$ cat src/design/decodePkg.sv
/*
 * Decode stage shared types.
 * Micro-op layout, per-lane decode flags and the dispatch record.
 */

package decodePkg;

	// ========================================
	// Opcodes
	// ========================================

	// Only the classes the decode stage cares about are named here
	// Everything else is treated as a plain ALU micro-op downstream
	typedef enum logic [6:0]
	{
		opAlu    = 7'h00,
		opLoad   = 7'h01,
		opStore  = 7'h02,
		opBranch = 7'h03,
		opFence  = 7'h04,
		opNop    = 7'h05
	} opcodeE;

	// Function codes qualifying opFence
	// A fence orders against the whole back end, an atom opens an IRQ window
	localparam logic [6:0] funcFence = 7'd0;
	localparam logic [6:0] funcAtom  = 7'd1;

	// ========================================
	// Micro-op and decode records
	// ========================================

	// One 32-bit micro-op as delivered by the front end
	typedef struct packed
	{
		opcodeE      opcode;
		logic [6:0]  func;
		logic [5:0]  dst;
		logic [11:0] imm;
	} microOpT;

	// Classification of one lane
	// atomLen is the low nibble of imm and only nonzero for atoms
	typedef struct packed
	{
		logic       fence;
		logic       atom;
		logic       isMem;
		logic       isBranch;
		logic [3:0] atomLen;
	} laneFlagsT;

	// What leaves the stage for each lane
	typedef struct packed
	{
		logic      valid;
		microOpT   op;
		laneFlagsT flags;
	} dispatchOpT;

endpackage

$ cat src/design/fenceDecode.sv
/*
 * Fence and atom detector.
 * Flags serializing micro-ops from opcode and function fields.
 */

`timescale 1ns/1ps

module fenceDecode
(
	input  decodePkg::microOpT instr,
	output logic               fence,
	output logic               atom
);

	// Both flags share the opFence opcode, the function field picks which one
	function automatic logic fnIsFence(input decodePkg::microOpT ir);
		case (ir.opcode)
			decodePkg::opFence:
				fnIsFence = (ir.func == decodePkg::funcFence);
			default:
				fnIsFence = 1'b0;
		endcase
	endfunction

	function automatic logic fnIsAtom(input decodePkg::microOpT ir);
		case (ir.opcode)
			decodePkg::opFence:
				fnIsAtom = (ir.func == decodePkg::funcAtom);
			default:
				fnIsAtom = 1'b0;
		endcase
	endfunction

	// Any other function code under opFence is simply neither
	assign fence = fnIsFence(instr);
	assign atom  = fnIsAtom(instr);

endmodule

$ cat src/design/decodeLane.sv
/*
 * Single decode lane.
 * Classifies one micro-op into fence, atom, memory and branch flags.
 */

`timescale 1ns/1ps

module decodeLane
(
	input  decodePkg::microOpT   op,
	output decodePkg::laneFlagsT flags
);

	logic isFence;
	logic isAtom;

	// Serializing ops are recognised by the dedicated fence decoder
	fenceDecode fence_i
	(
		.instr(op),
		.fence(isFence),
		.atom (isAtom)
	);

	// ========================================
	// Lane classification
	// ========================================

	always_comb
	begin
		flags.fence = isFence;
		flags.atom  = isAtom;

		// Loads and stores both go to the memory pipe
		case (op.opcode)
			decodePkg::opLoad,
			decodePkg::opStore:
				flags.isMem = 1'b1;
			default:
				flags.isMem = 1'b0;
		endcase

		flags.isBranch = (op.opcode == decodePkg::opBranch);

		// The window length only has meaning for an atom
		// Forcing it to zero keeps stray imm bits out of the serializer
		if (isAtom)
		begin
			flags.atomLen = op.imm[3:0];
		end
		else
		begin
			flags.atomLen = 4'd0;
		end
	end

endmodule

$ cat src/design/groupLatch.sv
/*
 * Decode stage input register.
 * Holds one micro-op group until the serializer takes it.
 */

`timescale 1ns/1ps

module groupLatch
#(
	parameter int numLanes = 4
)
(
	input  logic                              clk,
	input  logic                              rstN,
	input  logic                              groupValid,
	input  decodePkg::microOpT [numLanes-1:0] groupOps,
	input  logic [numLanes-1:0]               groupMask,
	input  logic                              take,
	output logic                              inReady,
	output logic                              heldValid,
	output decodePkg::microOpT [numLanes-1:0] heldOps,
	output logic [numLanes-1:0]               heldMask
);

	logic accept;

	// Room is available when empty or when the current group leaves this edge
	// This lets a new group follow directly behind the one being taken
	assign inReady = !heldValid || take;
	assign accept  = groupValid && inReady;

	// Occupancy
	always_ff @(posedge clk)
	begin
		if (!rstN)
			heldValid <= 1'b0;
		else if (accept)
			heldValid <= 1'b1;
		else if (take)
			heldValid <= 1'b0;
	end

	// Group payload, only meaningful while heldValid is set
	always_ff @(posedge clk)
	begin
		if (accept)
		begin
			heldOps  <= groupOps;
			heldMask <= groupMask;
		end
	end

	// A group stalled behind a fence must not change under the lanes
	aHeldStable: assert property (@(posedge clk) disable iff (!rstN)
		heldValid && !take |=> $stable(heldOps) && $stable(heldMask));

endmodule

$ cat src/design/serializeCtrl.sv
/*
 * Decode stage serializer.
 * Holds fenced groups until the ROB drains, registers the dispatch group
 * and keeps interrupts masked for the window that follows an atom.
 */

`timescale 1ns/1ps

module serializeCtrl
#(
	parameter int numLanes = 4
)
(
	input  logic                                 clk,
	input  logic                                 rstN,
	input  logic                                 heldValid,
	input  decodePkg::microOpT   [numLanes-1:0]  heldOps,
	input  logic [numLanes-1:0]                  heldMask,
	input  decodePkg::laneFlagsT [numLanes-1:0]  laneFlags,
	input  logic                                 robEmpty,
	output logic                                 take,
	output logic                                 dispatchValid,
	output decodePkg::dispatchOpT [numLanes-1:0] dispatchOps,
	output logic                                 irqMask
);

	// Width of a valid-lane count, and a common width for the window arithmetic
	localparam int cntW = $clog2(numLanes + 1);
	localparam int subW = (cntW > 4) ? cntW : 4;

	logic            groupFence;
	logic            atomHit;
	logic [3:0]      atomLen;
	logic [cntW-1:0] validCount;
	logic [cntW-1:0] aboveCount;
	logic [3:0]      atomCount;
	logic [3:0]      nextCount;
	logic            dispatchFence;

	// Window counter never goes below zero
	function automatic logic [3:0] satSub(input logic [3:0] a, input logic [cntW-1:0] b);
		logic [subW-1:0] aW;
		logic [subW-1:0] bW;
		logic [subW-1:0] diff;
		aW = subW'(a);
		bW = subW'(b);
		diff = aW - bW;
		if (bW >= aW)
			satSub = 4'd0;
		else
			satSub = diff[3:0];
	endfunction

	// ========================================
	// Group reduction
	// ========================================

	// One pass over the lanes gives the fence condition, the popcount and
	// the length left over from the highest valid atom
	always_comb
	begin
		groupFence = 1'b0;
		atomHit    = 1'b0;
		atomLen    = 4'd0;
		validCount = '0;
		aboveCount = '0;
		for (int i = 0; i < numLanes; i++)
		begin
			if (heldMask[i])
			begin
				validCount = validCount + 1'b1;
				groupFence = groupFence | laneFlags[i].fence;
				// A later atom restarts the count of ops behind it
				if (laneFlags[i].atom)
				begin
					atomHit    = 1'b1;
					atomLen    = laneFlags[i].atomLen;
					aboveCount = '0;
				end
				else
					aboveCount = aboveCount + 1'b1;
			end
		end
	end

	// Masked-off lanes never stall the group
	assign take = heldValid && (!groupFence || robEmpty);

	// An atom reloads the window, otherwise the group consumes from it
	assign nextCount = atomHit ? satSub(atomLen, aboveCount) : satSub(atomCount, validCount);

	// ========================================
	// Dispatch registers
	// ========================================

	always_ff @(posedge clk)
	begin
		if (!rstN)
		begin
			dispatchValid <= 1'b0;
			atomCount     <= 4'd0;
			irqMask       <= 1'b0;
		end
		else
		begin
			dispatchValid <= take;
			if (take)
			begin
				atomCount <= nextCount;
				irqMask   <= (nextCount != 4'd0);
			end
		end
	end

	// Per-lane payload, qualified by dispatchValid
	always_ff @(posedge clk)
	begin
		if (take)
		begin
			for (int i = 0; i < numLanes; i++)
			begin
				dispatchOps[i].valid <= heldMask[i];
				dispatchOps[i].op    <= heldOps[i];
				dispatchOps[i].flags <= laneFlags[i];
			end
		end
	end

	always_comb
	begin
		dispatchFence = 1'b0;
		for (int i = 0; i < numLanes; i++)
			dispatchFence = dispatchFence | (dispatchOps[i].valid & dispatchOps[i].flags.fence);
	end

	// A fenced group may only leave once the back end had drained
	aFenceOrder: assert property (@(posedge clk) disable iff (!rstN)
		dispatchValid && dispatchFence |-> $past(robEmpty));

	// Interrupts are never held off outside an atomic window
	aIrqWindow: assert property (@(posedge clk) disable iff (!rstN)
		(atomCount == 4'd0) |-> !irqMask);

endmodule

$ cat src/design/decodeStage.sv
/*
 * Superscalar decode stage top level.
 * Group register, parallel decode lanes and the fence/atom serializer.
 */

`timescale 1ns/1ps

module decodeStage
#(
	parameter int numLanes = 4
)
(
	input  logic                                 clk,
	input  logic                                 rstN,
	input  logic                                 groupValid,
	input  decodePkg::microOpT    [numLanes-1:0] groupOps,
	input  logic [numLanes-1:0]                  groupMask,
	input  logic                                 robEmpty,
	output logic                                 inReady,
	output logic                                 dispatchValid,
	output decodePkg::dispatchOpT [numLanes-1:0] dispatchOps,
	output logic                                 irqMask
);

	logic                                heldValid;
	logic                                take;
	decodePkg::microOpT   [numLanes-1:0] heldOps;
	logic [numLanes-1:0]                 heldMask;
	decodePkg::laneFlagsT [numLanes-1:0] laneFlags;

	groupLatch #(.numLanes(numLanes)) latch_i
	(
		.clk       (clk),
		.rstN      (rstN),
		.groupValid(groupValid),
		.groupOps  (groupOps),
		.groupMask (groupMask),
		.take      (take),
		.inReady   (inReady),
		.heldValid (heldValid),
		.heldOps   (heldOps),
		.heldMask  (heldMask)
	);

	// One decoder per slot of the held group
	for (genvar i = 0; i < numLanes; i++)
	begin : gLane
		decodeLane lane_i
		(
			.op   (heldOps[i]),
			.flags(laneFlags[i])
		);
	end

	serializeCtrl #(.numLanes(numLanes)) serial_i
	(
		.clk          (clk),
		.rstN         (rstN),
		.heldValid    (heldValid),
		.heldOps      (heldOps),
		.heldMask     (heldMask),
		.laneFlags    (laneFlags),
		.robEmpty     (robEmpty),
		.take         (take),
		.dispatchValid(dispatchValid),
		.dispatchOps  (dispatchOps),
		.irqMask      (irqMask)
	);

endmodule

$ cat config.mk
export PLATFORM = sky130hd
export DESIGN_NAME = decodeStage
export DESIGN_NICKNAME = d
export VERILOG_FILES = /design/src/design/decodePkg.sv /design/src/design/fenceDecode.sv /design/src/design/decodeLane.sv /design/src/design/groupLatch.sv /design/src/design/serializeCtrl.sv /design/src/design/decodeStage.sv
export SDC_FILE = /design/constraint.sdc
export NUM_CORES = 1
export LEC_CHECK = 0
export BUFFER_PORTS_ARGS = -buffer_cell sky130_fd_sc_hd__buf_4
export CORE_MARGIN = 8
export CORE_UTILIZATION = 51
export CTS_CLUSTER_SIZE = 24
export DETAILED_ROUTE_END_ITERATION = 10
export PLACE_DENSITY_LB_ADDON = 0.12
export REMOVE_ABC_BUFFERS = 1
export SLEW_MARGIN = 0
export SYNTH_ARGS = -nofsm -noshare
export SYNTH_HDL_FRONTEND = slang
export SYNTH_SLANG_ARGS = --single-unit
export TNS_END_PERCENT = 30
$ cat constraint.sdc
create_clock -name clk -period 9.6 [get_ports clk]
set_clock_uncertainty 0.2 [all_clocks]
set_input_delay 0.48 -clock clk [delete_from_list [all_inputs] [get_ports clk]]
set_output_delay 0.48 -clock clk [all_outputs]
set_load 0.05 [all_outputs]
## Word level (Yosys, flattened, before mapping)

Cells that the tools add are included.
W data, S select, Z words.

- Register bits after elaboration: 303
- Bits in latches: 0
- RAM bits: 0
- Bits in read-only memories: 0
- Input bits: 136
- Word-level logic and storage cells: 163
- Memories kept: 0

- $add $sub $neg: 8
- Multiply operators: 0
- Divide/modulo/power cells: 0
- Magnitude comparators: 2
- Eq/ne operators: 20
- Shifts and indexed selects: 0
- Multiplexer cells: 53
- Bitwise logic cells: 3
- Reductions and logical operators: 16

Operators with widths:

| cell | count |
|---|---|
| $mux W4 | 15 |
| $eq A7 B1 Y1 const B | 8 |
| $eq A7 B2 Y1 const B | 8 |
| $mux W3 | 10 |
| $eq A7 B3 Y1 const B | 4 |
| $logic_not A7 Y1 | 4 |
| $mux W1 | 28 |
| $add A3 B1 Y3 const B | 5 |
| $ge A3 B4 Y1 | 2 |
| $reduce_or A2 Y1 | 4 |
| $sub A4 B3 Y4 | 2 |
| $reduce_bool A4 Y1 | 1 |
| $or A1 B1 Y1 | 3 |
| $add A1 B1 Y2 const B | 1 |
| $logic_and A1 B1 Y1 | 2 |
| $logic_not A1 Y1 | 2 |
| $logic_or A1 B1 Y1 | 2 |
| $reduce_bool A2 Y1 | 1 |

## Longest topological paths before layout

- Depth in word-level cells: 17
- Depth in mapped cells: 19

## Hierarchy

From an unflattened synthesis, not the netlist that was laid out.

- Cell total of the unflattened synthesis: 488
- Area total of the unflattened synthesis: 10443.8 um2

By module, submodules not included:

| module | times used | cells each | area an instance (um2) | sequential area each (um2) |
|---|---|---|---|---|
| serializeCtrl | 1 | 279 | 5836.8 | 5044.8 |
| groupLatch | 1 | 137 | 4021.4 | 3983.8 |
| decodeLane | 4 | 11 | 76.3 | 0.0 |
| fenceDecode | 4 | 7 | 70.1 | 0.0 |

## Least setup slack after synthesis

OpenSTA, ideal clock, no wires.

- Path kind: register to register
- Start point: register latch_i.heldMask[2]
- End point: register serial_i.irqMask
- Library setup time: 147 ps
- Data arrival time: 6330 ps
- Data required time: 9253 ps
- Setup slack: 2923 ps
- Stages on the path, launching flop included: 10
- Path buffers: 2
- Cells stage by stage: edfxtp_1 -> buf_2 -> nor4b_1 -> nand4_1 -> a41oi_1 -> nor2b_1 -> clkbuf_1 -> nand3b_1 -> a21oi_1 -> a31oi_1

RTL lines:

| what | line | text |
|---|---|---|
| from (decl) | groupLatch.sv:22 | `output logic [numLanes-1:0] heldMask` |
| from (signal assigned) | groupLatch.sv:49 | `heldMask <= groupMask;` |
| $mux W1 * | serializeCtrl.sv:69 | `if (heldMask[i])` |
| $or A1 B1 Y1 | serializeCtrl.sv:72 | `groupFence = groupFence \| laneFlags[i].fence;` |
| $mux W1 * | serializeCtrl.sv:69 |  |
| $logic_not A1 Y1 * | serializeCtrl.sv:87 | `assign take = heldValid && (!groupFence \|\| robEmpty);` |
| $logic_or A1 B1 Y1 * | serializeCtrl.sv:87 |  |
| $logic_and A1 B1 Y1 * | serializeCtrl.sv:87 |  |
| net latch_i.take | groupLatch.sv:18 | `input logic take,` |
| to (signal assigned) | serializeCtrl.sv:110 | `irqMask <= (nextCount != 4'd0);` |
| to (decl) | serializeCtrl.sv:24 | `output logic irqMask` |

The timed path passes the listed nets; every way through them passes the cells marked *.
A chain may end at the register's enable or synchronous reset.

## Worst setup path in the final report

- Start point: register latch_i.heldOps[92] (netlist name)
- End point: register serial_i.atomCount[2]

- Longest elaborated chain between the ends: 10

RTL lines:

| what | line | text |
|---|---|---|
| $eq A7 B3 Y1 * | fenceDecode.sv:26 | `case (ir.opcode)` |
| $mux W1 * | fenceDecode.sv:26 |  |
| net gLane[2].lane_i.fence_i.atom | fenceDecode.sv:12 | `output logic atom` |
| $mux W3 / $mux W4 (equally long branches) | serializeCtrl.sv:74, decodeLane.sv:47 |  |
| $mux W3 / $mux W4 (equally long branches) | serializeCtrl.sv:69, serializeCtrl.sv:74 |  |
| $add A3 B1 Y3 / $mux W4 (equally long branches) | serializeCtrl.sv:81, serializeCtrl.sv:69 |  |
| $mux W3 / $mux W4 (equally long branches) | serializeCtrl.sv:74 | `if (laneFlags[i].atom)` |
| $mux W3 / $mux W4 (equally long branches) | serializeCtrl.sv:69 |  |
| $sub A4 B3 Y4 / $ge A3 B4 Y1 (equally long branches) | serializeCtrl.sv:47, serializeCtrl.sv:48 |  |
| $mux W4 | serializeCtrl.sv:48 | `if (bW >= aW)` |
| $mux W4 * | serializeCtrl.sv:90 | `assign nextCount = atomHit ? satSub(atomLen, aboveCount) : satSub(atomCount, validCount);` |
| to (signal assigned) | serializeCtrl.sv:109 | `atomCount <= nextCount;` |
| to (decl) | serializeCtrl.sv:36 | `logic [3:0] atomCount;` |

Marked as above.

==> metrics.cfg <==
[drt]
drc_errors = 0
drtAntennaViolNets = 0
viasPerCell = 5.107
vias = 6491
routed_wl_mm = 28.04
post_drt_wl_per_cell_um = 22.06
drtIter0Drc = 314
dr.pass1.iters = 7

[pwr]
p_seq_frac = 0.513
pwr_density_cell_nw_per_um2 = 196.6
power.share.clock = 0.402
pwr-share-comb = 0.084
intPower_uw = 2393
p_sw_uw = 663.4
vdd_drop_max_mv = 0.1580
leakage_uw = 0.006105
netSwitchingFraction = 0.2170

[synth]
synth_top_area_cell = edfxtp_1
synth_ff_type = edfxtp_1
synth_edf_count = 296
yosysSeqAreaShare = 0.8577
synthTopCellsByCount = 296 x edfxtp_1, 17 x nor2_1, 16 x inv_1
synth_top_area_frac = 0.8444
syn_area_per_cell_sq_um = 20.76
ys_warn_count = 0
synth_area_leaders = edfxtp_1 84%, dfxtp_1 1.3%, ha_1 1.2%, nor4_4 0.81%, mux2_2 0.64%
synth.cell_area_sq_um = 10530
ys_seq_elements = 303
synthCells = 507
yosysMostFrequentCell = edfxtp_1
synth_cell_types = 55
synthArstFlopShare = 0

[grt]
grt_max_degree = 75
grtUsageTotal = 0.2102
grt.overflow.total = 0
grt_pass1_vias = 7197
grt_pass1_wl_mm = 41.52
antenna_found_initial = 4

[clocking]
cts_inserted_buffers = 29
cts_buffer_depth = 3
clk_pin_slew_ps = 60
cts-root-buf = clkbuf_16
insertion_delay_ps = 530
cts_tree = built
cts.sinks = 303
cts_setup_buffers = 0
htreeDepth = 1

[outcome]
outcome = completed

[floorplan]
start_util = 0.5202
core_area_sq_um = 20230
rows = 52
die_w_um = 159.7
die_h_um = 159.7
ioPinCount = 303
dieArea_sq_um = 25490

[setup_path]
crit_family = simple AND/OR/NAND/NOR gates
r2r_end = serial_i.atomCount[2]$_SDFFE_PN0P_
r2r_cells = 15
arrival_ps = 4260
r2r_start = latch_i.heldOps[92]$_DFFE_PP_
crit_cells = 15
crit_fanout = 7
crit_path_start_kind = flip-flop
crit_chain = or4_1 -> nor4_2 -> and2_1 -> nand2b_1 -> mux2i_1 -> ha_1 -> nand2_1 -> nand2_1 -> o21ai_1 -> fa_1 -> a21oi_1 -> a31oi_1 -> or2_1 -> a31oi_1 -> a211oi_1
cp-end-kind = flip-flop
crit_path_max_incr_delay_ps = 610
worstSetupPathType = reg -> reg
worstSetupEndpoint = serial_i.atomCount[2]$_SDFFE_PN0P_
regToRegSetupSlack_ps = 5510
slowest_stage = or4_1
worstSetupStartpoint = latch_i.heldOps[92]$_DFFE_PP_
crit_required_ps = 9780
path_buf_inv = 0

[timing]
fmax_mhz = 244.7
final-hold-violation-count = 0
tns_ps = 0
slew_headroom = 0.3438
worst_pin_slew_ps = 984.3
setup_viol = 0
drv_slew = 0
post-route-period-util = 0.4257
period_minus_slack_ps = 4086
rsz0062_at_grt = no

[cells_and_area]
nNetsFinal = 1122
drive_gt1_frac = 0.3852
syn_to_final_growth_pct = 47.66
final_core_util = 0.7682

[run]
maxCapViolations = 0

[hold_path]
hold_class = in -> reg

[place]
port_buffers = 302
dpl.hpwl_mm = 18.05
routabilityCongestion = 0.7755

## flip-flops by register name (all words and copies together), names as in the netlist
name	flops
latch_i.heldMask	4
latch_i.heldOps	128
serial_i.atomCount	4
serial_i.dispatchValid	1
serial_i.dispatchOps	164
serial_i.irqMask	1
latch_i.heldValid	1
## cell type report
cell class              instances  area, sq um
diodes                          4        10.01
clock buffers                  30        729.5
clock inverters                24        311.5
fillers                      1118         4691
inverters                      16        60.06
multi-input cells             184         1428
flip-flops and latches        303         9029
well taps                     270        337.8
repair buffers                440         3638
## cells in the final DEF (no fill, tap or decap), types with 4 or more instances in the layout
cell | synthesis | layout
nand4_1 | 8 | 8
inv_1 | 16 | 16
nand3_1 | 7 | 7
bufinv_16 | 0 | 7
nor2b_1 | 5 | 4
xnor2_1 | 5 | 5
nor3_1 | 9 | 9
mux2_2 | 6 | 6
dfxtp_1 | 7 | 7
and2_2 | 4 | 4
ha_1 | 10 | 10
nor3b_1 | 4 | 4
a31oi_1 | 5 | 5
edfxtp_1 | 296 | 296
nor4_2 | 5 | 5
clkbuf_16 | 0 | 29
nand2_1 | 15 | 15
nor2_1 | 17 | 17
buf_4 | 1 | 306
nor4b_1 | 4 | 4
nor4_4 | 4 | 4
clkinv_1 | 0 | 5
dlygate4sd3_1 | 0 | 134
and3_1 | 8 | 8
diode_2 | 0 | 4
clkinv_2 | 0 | 4
a21oi_1 | 9 | 9
clkinvlp_4 | 0 | 6
o21ai_0 | 5 | 5
## through the flow
step	instances	setup WS, ps	power [uW]	cell area [sq um]	hold WS, ps
6_report	1271	5514	3057	15540	165.3
5_1_grt	1271	5037	3149	15540	171.5
4_1_cts	1267	5487	3061	15530	129.4
3_5_place_dp	1079	5510	1803	13150	204.5
3_3_place_gp	1079	5667	1789	13150	200.0
2_1_floorplan	503	14.15	1713	10510	200.3
## kinds of logic after synthesis
family	Yosys count	share of synthesized area
flip-flops	303	0.8577
AND/OR/NAND/NOR	118	0.07821
AO/OA/AOI/OAI	37	0.02484
buffers and inverters	20	0.007608
adder cells (fa/ha/maj)	12	0.01569
multiplexers	9	0.009271
XOR/XNOR	8	0.006657
## timing repair
action	CTS	global route
gates resized for setup	0	0
hold endpoints to repair	134	0
hold buffers	134	0
## per-layer routing
metal / GRT usage / vias to the layer above / part of all wire
li1: - / 2950 / -
met1: 0.2232 / 3195 / 0.35
met2: 0.3857 / 294 / 0.53
met3: 0.06864 / 52 / 0.090
met4: 0.07033 / 0 / 0.030
met5: 0 / - / 0
## tightest hold or removal path, cell delays in order
cell	delay (ps)
buf_4	100
a41oi_1	70
a21oi_1	150
nor2_1	40
## power by group through the flow
| stage | clock, uW | sequential (uW) | combinational [uW] |
|---|---|---|---|
| 2_1_floorplan | 0 | 1640 | 77.9 |
| 3_3_place_gp | 0 | 1590 | 200 |
| 3_5_place_dp | 0 | 1600 | 208 |
| 4_1_cts | 1240 | 1570 | 255 |
| 5_1_grt | 1300 | 1580 | 277 |
| 6_report | 1230 | 1570 | 258 |
## how the worst min path moves through the flow
stage	from	end	depth (start not counted)
2_1_floorplan	latch_i.heldOps[74]$_DFFE_PP_	serial_i.dispatchOps[100]$_DFFE_PP_	0
3_3_place_gp	latch_i.heldOps[109]$_DFFE_PP_	serial_i.dispatchOps[144]$_DFFE_PP_	0
3_5_place_dp	latch_i.heldOps[100]$_DFFE_PP_	serial_i.dispatchOps[135]$_DFFE_PP_	0
4_1_cts	robEmpty	latch_i.heldValid$_SDFFE_PN0P_	4
5_1_grt	robEmpty	latch_i.heldValid$_SDFFE_PN0P_	4
6_report	robEmpty	latch_i.heldValid$_SDFFE_PN0P_	4
Note: power is estimated with default switching activity, not from simulation.
